**src/hdl/alu_isa_pkg.sv**
```systemverilog
package alu_isa_pkg;

    // operand and result width.
    localparam int data_width = 32;

    // load immediate, one half of a word.
    localparam int imm_width = 16;

    // sequence tag, wraps modulo 16.
    localparam int tag_width = 4;

    typedef logic [data_width-1:0] data_t;
    typedef logic [imm_width-1:0]  imm_t;
    typedef logic [tag_width-1:0]  tag_t;

    // encodings follow the original instruction numbers.
    typedef enum logic [3:0] {
        op_add   = 4'd0,
        op_sub   = 4'd1,
        op_shl   = 4'd2,
        op_shr   = 4'd3,
        op_pass  = 4'd4,
        op_ldlo  = 4'd5,
        op_ldhi  = 4'd6,
        op_cmpeq = 4'd8,
        op_cmplt = 4'd9,
        op_cmpgt = 4'd10
    } alu_op_e;

endpackage

```
**src/hdl/alu_stream_pkg.sv**
```systemverilog
package alu_stream_pkg;

    import alu_isa_pkg::*;

    // one request as presented at the input.
    typedef struct packed {
        alu_op_e op;
        data_t   a;
        data_t   b;
        imm_t    imm;
    } alu_req_t;

    // request after the dispatcher has stamped it.
    typedef struct packed {
        tag_t     tag;
        alu_req_t req;
    } alu_treq_t;

    // flag is only set by the compares.
    typedef struct packed {
        tag_t  tag;
        data_t value;
        logic  flag;
    } alu_res_t;

endpackage

```
**src/hdl/alu_dispatch.sv**
```systemverilog
`timescale 1ns/1ps

module alu_dispatch
    import alu_isa_pkg::*;
    import alu_stream_pkg::*;
#(
    parameter int NUM_LANES = 4
) (
    input  logic                 clock,
    input  logic                 rst_n,
    input  logic                 in_valid,
    input  alu_req_t             in_req,
    output logic [NUM_LANES-1:0] lane_valid,
    output alu_treq_t            lane_req [NUM_LANES]
);

    localparam int ptr_width = (NUM_LANES > 1) ? $clog2(NUM_LANES) : 1;

    logic [ptr_width-1:0] ptr_q;
    tag_t                 tag_q;
    logic [NUM_LANES-1:0] lane_sel;

    // decode the pointer to a lane select.
    always_comb
    begin
        for (int i = 0; i < NUM_LANES; i++)
        begin
            lane_sel[i] = in_valid && (ptr_q == ptr_width'(i));
        end
    end

    // pointer and tag advance on every accepted request.
    always_ff @(posedge clock)
    begin
        if (!rst_n)
        begin
            ptr_q      <= '0;
            tag_q      <= '0;
            lane_valid <= '0;
        end
        else
        begin
            lane_valid <= lane_sel;
            if (in_valid)
            begin
                tag_q <= tag_q + 1'b1;
                if (ptr_q == ptr_width'(NUM_LANES - 1))
                    ptr_q <= '0;
                else
                    ptr_q <= ptr_q + 1'b1;
            end
        end
    end

    always_ff @(posedge clock)
    begin
        for (int i = 0; i < NUM_LANES; i++)
        begin
            if (lane_sel[i])
            begin
                lane_req[i].tag <= tag_q;
                lane_req[i].req <= in_req;
            end
        end
    end

endmodule

```
**src/hdl/alu_lane.sv**
```systemverilog
`timescale 1ns/1ps

module alu_lane
    import alu_isa_pkg::*;
    import alu_stream_pkg::*;
(
    input  logic      clock,
    input  logic      rst_n,
    input  logic      req_valid,
    input  alu_treq_t req,
    output logic      res_valid,
    output alu_res_t  res
);

    data_t   op_a;
    data_t   op_b;
    imm_t    imm;
    alu_op_e op;

    data_t add_res;
    data_t sub_res;
    data_t shl_res;
    data_t shr_res;
    data_t ldlo_res;
    data_t ldhi_res;

    logic cmp_eq;
    logic cmp_lt;
    logic cmp_gt;

    data_t value_d;
    logic  flag_d;

    assign op     = req.req.op;
    assign op_a   = req.req.a;
    assign op_b   = req.req.b;
    assign imm    = req.req.imm;

    assign add_res = op_a + op_b;
    assign sub_res = op_a - op_b;

    // invert, shift, invert back so vacated bits come in as ones.
    // amounts of 32 or more leave all ones.
    assign shl_res = ~((~op_a) << op_b);
    assign shr_res = ~((~op_a) >> op_b);

    // half-word merges with the immediate.
    assign ldlo_res = {op_a[data_width-1:imm_width], imm};
    assign ldhi_res = {imm, op_a[imm_width-1:0]};

    // unsigned relations.
    assign cmp_eq = (op_a == op_b);
    assign cmp_lt = (op_a < op_b);
    assign cmp_gt = (op_a > op_b);

    always_comb
    begin
        value_d = '0;
        flag_d  = 1'b0;
        case (op)
            op_add:
                value_d = add_res;
            op_sub:
                value_d = sub_res;
            op_shl:
                value_d = shl_res;
            op_shr:
                value_d = shr_res;
            op_pass:
                value_d = op_a;
            op_ldlo:
                value_d = ldlo_res;
            op_ldhi:
                value_d = ldhi_res;
            op_cmpeq:
                flag_d = cmp_eq;
            op_cmplt:
                flag_d = cmp_lt;
            op_cmpgt:
                flag_d = cmp_gt;
            default:
            begin
                value_d = '0;
                flag_d  = 1'b0;
            end
        endcase
    end

    always_ff @(posedge clock)
    begin
        if (!rst_n)
            res_valid <= 1'b0;
        else
            res_valid <= req_valid;
    end

    // result payload, held between requests.
    always_ff @(posedge clock)
    begin
        if (req_valid)
        begin
            res.tag   <= req.tag;
            res.value <= value_d;
            res.flag  <= flag_d;
        end
    end

endmodule

```
**src/hdl/alu_collect.sv**
```systemverilog
`timescale 1ns/1ps

module alu_collect
    import alu_stream_pkg::*;
#(
    parameter int NUM_LANES = 4
) (
    input  logic                 clock,
    input  logic                 rst_n,
    input  logic [NUM_LANES-1:0] lane_valid,
    input  alu_res_t             lane_res [NUM_LANES],
    output logic                 out_valid,
    output alu_res_t             out_res
);

    logic     any_valid;
    alu_res_t sel_res;

    assign any_valid = |lane_valid;

    // lowest lane wins; only one is ever valid anyway.
    always_comb
    begin
        sel_res = lane_res[0];
        for (int i = NUM_LANES - 1; i >= 0; i--)
        begin
            if (lane_valid[i])
                sel_res = lane_res[i];
        end
    end

    always_ff @(posedge clock)
    begin
        if (!rst_n)
            out_valid <= 1'b0;
        else
            out_valid <= any_valid;
    end

    always_ff @(posedge clock)
    begin
        if (any_valid)
            out_res <= sel_res;
    end

endmodule

```
**src/hdl/alu_array_top.sv**
```systemverilog
`timescale 1ns/1ps

module alu_array_top
    import alu_stream_pkg::*;
#(
    parameter int NUM_LANES = 4
) (
    input  logic     clock,
    input  logic     rst_n,
    input  logic     in_valid,
    input  alu_req_t in_req,
    output logic     out_valid,
    output alu_res_t out_res
);

    logic [NUM_LANES-1:0] lane_valid;
    alu_treq_t            lane_req [NUM_LANES];
    logic [NUM_LANES-1:0] res_valid;
    alu_res_t             lane_res [NUM_LANES];

    alu_dispatch #(
        .NUM_LANES (NUM_LANES)
    ) u_dispatch (
        .clock      (clock),
        .rst_n      (rst_n),
        .in_valid   (in_valid),
        .in_req     (in_req),
        .lane_valid (lane_valid),
        .lane_req   (lane_req)
    );

    // one lane per round-robin slot.
    for (genvar i = 0; i < NUM_LANES; i++)
    begin : g_lane
        alu_lane u_lane (
            .clock     (clock),
            .rst_n     (rst_n),
            .req_valid (lane_valid[i]),
            .req       (lane_req[i]),
            .res_valid (res_valid[i]),
            .res       (lane_res[i])
        );
    end

    alu_collect #(
        .NUM_LANES (NUM_LANES)
    ) u_collect (
        .clock      (clock),
        .rst_n      (rst_n),
        .lane_valid (res_valid),
        .lane_res   (lane_res),
        .out_valid  (out_valid),
        .out_res    (out_res)
    );

endmodule

```
**config.mk**
```make
export PLATFORM = sky130hd
export DESIGN_NAME = alu_array_top
export DESIGN_NICKNAME = d
export VERILOG_FILES = /design/src/hdl/alu_isa_pkg.sv /design/src/hdl/alu_stream_pkg.sv /design/src/hdl/alu_dispatch.sv /design/src/hdl/alu_lane.sv /design/src/hdl/alu_collect.sv /design/src/hdl/alu_array_top.sv
export SDC_FILE = /design/constraint.sdc
export NUM_CORES = 2
export LEC_CHECK = 0
export ABC_CLOCK_PERIOD_IN_PS = 3900
export BUFFER_PORTS_ARGS = -buffer_cell sky130_fd_sc_hd__buf_2
export CELL_PAD_IN_SITES_DETAIL_PLACEMENT = 2
export CELL_PAD_IN_SITES_GLOBAL_PLACEMENT = 2
export CORE_MARGIN = 1.5
export CORE_UTILIZATION = 38
export CTS_BUF_LIST = sky130_fd_sc_hd__clkbuf_8
export DETAILED_ROUTE_END_ITERATION = 8
export PLACE_DENSITY_LB_ADDON = 0.15
export SLEW_MARGIN = 20
export SYNTH_ARGS = -nofsm -noshare
export SYNTH_HDL_FRONTEND = slang
export SYNTH_SLANG_ARGS = --single-unit
```
**constraint.sdc**
```tcl
create_clock -name clock -period 3.9 [get_ports clock]
set_input_delay 0.78 -clock clock [delete_from_list [all_inputs] [get_ports clock]]
set_output_delay 0.78 -clock clock [all_outputs]
set_load 0.02 [all_outputs]
```
==> run summary <==
The critical path is of the flop to flop type. The instance count of the mapped netlist came out at roughly 5.5k. The number of nets with antenna violations after detailed routing is 0.

Sequential cells were found to cover approximately a third of the synthesized design area. In this run the clock root is driven by a sky130_fd_sc_hd__clkbuf_8. For this run, design rule violations remaining after detail routing come to 0. The count of cells along the worst register-to-register path is 12.

The area share of the largest cell type after synthesis came out at 33.3%. The relative area change from synthesis to final layout is 16.8%. Sorting the synthesized cells by area gives the leading types as sky130_fd_sc_hd__edfxtp_1 (33%), sky130_fd_sc_hd__ha_1 (6.6%), sky130_fd_sc_hd__a21oi_1 (6.0%). The final critical-path share of the clock period is 101%. The pin count of the biggest net entering global routing came out at 84. The worst hold margin is approximately 0.34 ns. In this run the worst path has a maximum fanout of 4. The highest clock frequency the design can meet is approximately 0.25 GHz. The count of routing violations after the opening detailed-route iteration came out at 7675. Counting instances, the worst hold path has a depth of 1. The worst reg2reg path startpoint is u_dispatch.lane_req[309]. The power density over the cells came out at slightly above 300 nW/um^2. The H-tree depth reported by CTS is 3. The type of the worst min-delay path is primary input to flop.

The total area inside the core boundary comes to roughly 130000 um^2. The number of buffers on the longest clock path is 3. The via count is 53.0k. The effective utilization at floorplan is 38.4%.

TritonCTS built the clock tree. The endpoint identified for the worst register-to-register timing path is g_lane[0].u_lane.res[23]. For this run, asynchronously set or reset flops after synthesis account for 0%. The checks that failed: setup timing. The sink count of the clock tree came out at 552.

The count of yosys warnings during synthesis came out at 0. For this run the aggregate overflow at the end of global routing stands at 0. IR analysis of the VDD net gives a maximum drop of approximately 330 uV. The number of hold-repair buffers added at the cts stage came out at 0. The global placer's final weighted congestion came out at 1.01. The post-synth net total came out at just under 6k.

Dividing the detail-routed wire length by the instance count gives roughly 38 um. The number of hold violations in the final report is 0. The I/O pin count is about 130. The average vias per placed instance came out at 6.85. The HPWL after detailed placement came out at 221000 um. The die outline height is 360 um.

In this run the worst setup path begins at u_dispatch.lane_req[309]. The number of endpoints failing setup at the final stage is 1. The synthesized area per cell is between 8 and 9 um^2.

Yosys mapped the design onto about 90 distinct sky130hd cell types. The worst setup path is launched from a flop. The flow ran to the end, but the final reports show violations. The via count of the first global-routing pass came out at slightly above 50k. The number of placed instances with taps included is 7458. The cell area after synthesis came out at around 48000 um^2. The first-pass GRT wire length is between 400000 and 500000 um. The critical path data arrival time is ~4.5 ns.

The clock skew after layout came out at 0.0659 ns. The layout cell share with drive strength beyond 1 came out at between 10% and 20%. The top flip-flop cell by instance count after synthesis is sky130_fd_sc_hd__edfxtp_1. The number of clock buffers inserted by TritonCTS came out at roughly 110.

The smallest clock period supported by the final layout is computed as approximately 4 ns. The routed design has roughly 290000 um of wire. The transition time at the pin with the least slew margin came out at between 1 and 1.5 ns. The number of flip-flops and latches in the synthesized netlist is about 550. The die area came out at between 100000 and 150000 um^2. In this run the worst setup path terminates at g_lane[0].u_lane.res[23]. Setup slack on the worst reg-to-reg path comes out at -0.05 ns.

Yosys mapped a number of flops with a built-in enable equal to about 540. The worst setup slack after layout is -0.0534 ns. Clock-pin slew was measured on the worst setup and hold paths at 0.06 ns. The static leakage came out at roughly 0.022 uW. Setup repair after global routing could not meet its margin everywhere. In the final design database the tool counted ~6.3k nets. The port buffer count is between 100 and 150. The synthesized design spends more area on one cell type than any other, namely sky130_fd_sc_hd__edfxtp_1. In this run the horizontal extent of the chip is approximately 360 um. The max-slew headroom at the worst pin is 23.6%. The later-pin clock latency in the skew report is 0.88 ns. STA puts the critical path data required time at 4.41 ns. The number of standard cells in the final layout excluding fillers came out at between 7k and 8k. The number of max-slew violations in the final report is 0. The number of max-cap violations came out at 0. For this run, the detailed router's first-pass iteration total came to 7. In the global route stage, overall resource usage came out at a little over two fifths.

The number of standard-cell rows in the floorplan is 130. The worst setup path is captured at a flop. The number of antenna violations at the first check in global routing is 67.
timing repair:
item                       in CTS  in global routing
setup buffers                   0                  5
pin swaps                       0                  5
gates resized for setup         2                 36
setup endpoints to repair       2                 37
cloned                          0                  0
worst min path at each step:
| stage | start | endpoint |
|---|---|---|
| floorplan | u_dispatch.lane_req[348] | g_lane[0].u_lane.res[33] |
| global placement | u_dispatch.lane_req[261] | g_lane[1].u_lane.res[34] |
| CTS | in_req[74] | u_dispatch.lane_req[162] |
| detailed placement | u_dispatch.lane_req[174] | g_lane[2].u_lane.res[35] |
| global route | in_req[74] | u_dispatch.lane_req[338] |
| finish | in_req[47] | u_dispatch.lane_req[311] |
stage by stage:
step / worst slack [ns] / setup TNS [ns] / utilization (%) / cell area, um^2 / total power (uW)
after floorplan: -0.0973 / -0.0973 / - / 48500 / 9150
after global placement: -0.0776 / -0.200 / 42.8 / 54000 / 10900
after detailed placement: 0.0168 / 0 / 42.9 / 54000 / 11000
after CTS: 0.0108 / 0 / 44.6 / 56200 / 17300
after global routing: -0.0624 / -0.0877 / 44.8 / 56400 / 17900
final: -0.0534 / -0.0534 / 44.9 / 56600 / 17500
power breakdown:
group / leakage, uW / internal, uW / switching, uW
Combinational: 0.0157 / 1260 / 2720
Sequential: 0.00506 / 6800 / 291
Clock: 0.00120 / 3330 / 3050
Total: 0.0219 / 11400 / 6060
worst max-delay path: stages, from the launching register on:
cell and delay [ns]:
sky130_fd_sc_hd__edfxtp_1 0.50, sky130_fd_sc_hd__nor4_2 0.35, sky130_fd_sc_hd__buf_4 0.16, sky130_fd_sc_hd__nand4_1 0.09
sky130_fd_sc_hd__buf_4 0.20, sky130_fd_sc_hd__or2_2 0.36, sky130_fd_sc_hd__buf_4 0.16, sky130_fd_sc_hd__nor3_1 0.37
sky130_fd_sc_hd__a21oi_1 0.32, sky130_fd_sc_hd__o21ai_0 0.40, sky130_fd_sc_hd__a21oi_1 0.13, sky130_fd_sc_hd__nor2_1 0.32
sky130_fd_sc_hd__o21ai_0 0.22
kinds of logic (layout without fill, tap and decap cells):
group,Yosys count,count (layout),synth area share (%)
flops,552,552,33.9
other cells,0,77,0
xor+xnor,115,115,2.08
compound gates,1875,1875,24.9
fa+ha+maj,265,265,6.97
simple gates,1613,1613,15.2
mux,441,441,11.7
buf+inv,675,1147,5.31
sequential cells by signal, indices dropped and copies added (netlist names):
signal	count
g_lane.u_lane.res	148
g_lane.u_lane.res_valid	4
u_collect.out_res	37
u_collect.out_valid	1
u_dispatch.lane_req	352
u_dispatch.lane_valid	4
u_dispatch.ptr_q	2
u_dispatch.tag_q	4
layout by cell type (no fill, tap or decap), types with 39 or more instances in the layout:
| master | n |
|---|---|
| sky130_fd_sc_hd__a211oi_1 | 139 |
| sky130_fd_sc_hd__a21o_1 | 65 |
| sky130_fd_sc_hd__a21oi_1 | 583 |
| sky130_fd_sc_hd__a221oi_1 | 86 |
| sky130_fd_sc_hd__a22oi_1 | 72 |
| sky130_fd_sc_hd__a31oi_1 | 43 |
| sky130_fd_sc_hd__and2_1 | 52 |
| sky130_fd_sc_hd__and3_1 | 41 |
| sky130_fd_sc_hd__buf_2 | 124 |
| sky130_fd_sc_hd__buf_4 | 551 |
| sky130_fd_sc_hd__clkbuf_8 | 107 |
| sky130_fd_sc_hd__diode_2 | 77 |
| sky130_fd_sc_hd__edfxtp_1 | 537 |
| sky130_fd_sc_hd__ha_1 | 254 |
| sky130_fd_sc_hd__inv_1 | 268 |
| sky130_fd_sc_hd__mux2_2 | 75 |
| sky130_fd_sc_hd__mux2i_1 | 275 |
| sky130_fd_sc_hd__mux4_2 | 91 |
| sky130_fd_sc_hd__nand2_1 | 360 |
| sky130_fd_sc_hd__nand2b_1 | 47 |
| sky130_fd_sc_hd__nand3_1 | 85 |
| sky130_fd_sc_hd__nor2_1 | 631 |
| sky130_fd_sc_hd__nor2b_1 | 54 |
| sky130_fd_sc_hd__nor3_1 | 159 |
| sky130_fd_sc_hd__nor4_1 | 42 |
| sky130_fd_sc_hd__o211ai_1 | 79 |
| sky130_fd_sc_hd__o21ai_0 | 416 |
| sky130_fd_sc_hd__or3_1 | 39 |
| sky130_fd_sc_hd__xnor2_1 | 92 |
layout make-up:
type | count | area [um^2]
fillers | 13830 | 69500
well taps | 1650 | 2060
multi-input cells | 4309 | 29600
clock buffers | 107 | 1470
repair buffers | 692 | 5100
flip-flops and latches | 552 | 16400
clock inverters | 88 | 728
diodes | 77 | 193
inverters | 260 | 976
synth_stat cells, types with 37 or more instances:
cell type and n:
sky130_fd_sc_hd__nor2_1 634, sky130_fd_sc_hd__a21oi_1 585, sky130_fd_sc_hd__edfxtp_1 537, sky130_fd_sc_hd__o21ai_0 422, sky130_fd_sc_hd__nand2_1 360, sky130_fd_sc_hd__clkbuf_1 315, sky130_fd_sc_hd__mux2i_1 275, sky130_fd_sc_hd__ha_1 257
sky130_fd_sc_hd__inv_1 245, sky130_fd_sc_hd__nor3_1 163, sky130_fd_sc_hd__a211oi_1 141, sky130_fd_sc_hd__xnor2_1 93, sky130_fd_sc_hd__mux4_2 91, sky130_fd_sc_hd__a221oi_1 87, sky130_fd_sc_hd__nand3_1 85, sky130_fd_sc_hd__o211ai_1 79
sky130_fd_sc_hd__mux2_2 75, sky130_fd_sc_hd__a22oi_1 72, sky130_fd_sc_hd__buf_1 70, sky130_fd_sc_hd__a21o_1 65, sky130_fd_sc_hd__and2_1 56, sky130_fd_sc_hd__nor2b_1 54, sky130_fd_sc_hd__nand2b_1 48, sky130_fd_sc_hd__nor4_1 45
sky130_fd_sc_hd__a31oi_1 43, sky130_fd_sc_hd__and3_1 41, sky130_fd_sc_hd__or3_1 39, sky130_fd_sc_hd__o21bai_1 37
layer usage:
| layer | vias to the layer above | track usage, % | share of wire (%) |
|---|---|---|---|
| li1 | 21824 | - | - |
| met3 | 654 | 10.5 | 11 |
| met1 | 27028 | 59.3 | 41 |
| met5 | - | 0 | 0.028 |
| met2 | 3458 | 62.5 | 42 |
| met4 | 10 | 26.1 | 6.1 |
Power figures use the tool's default switching activity.
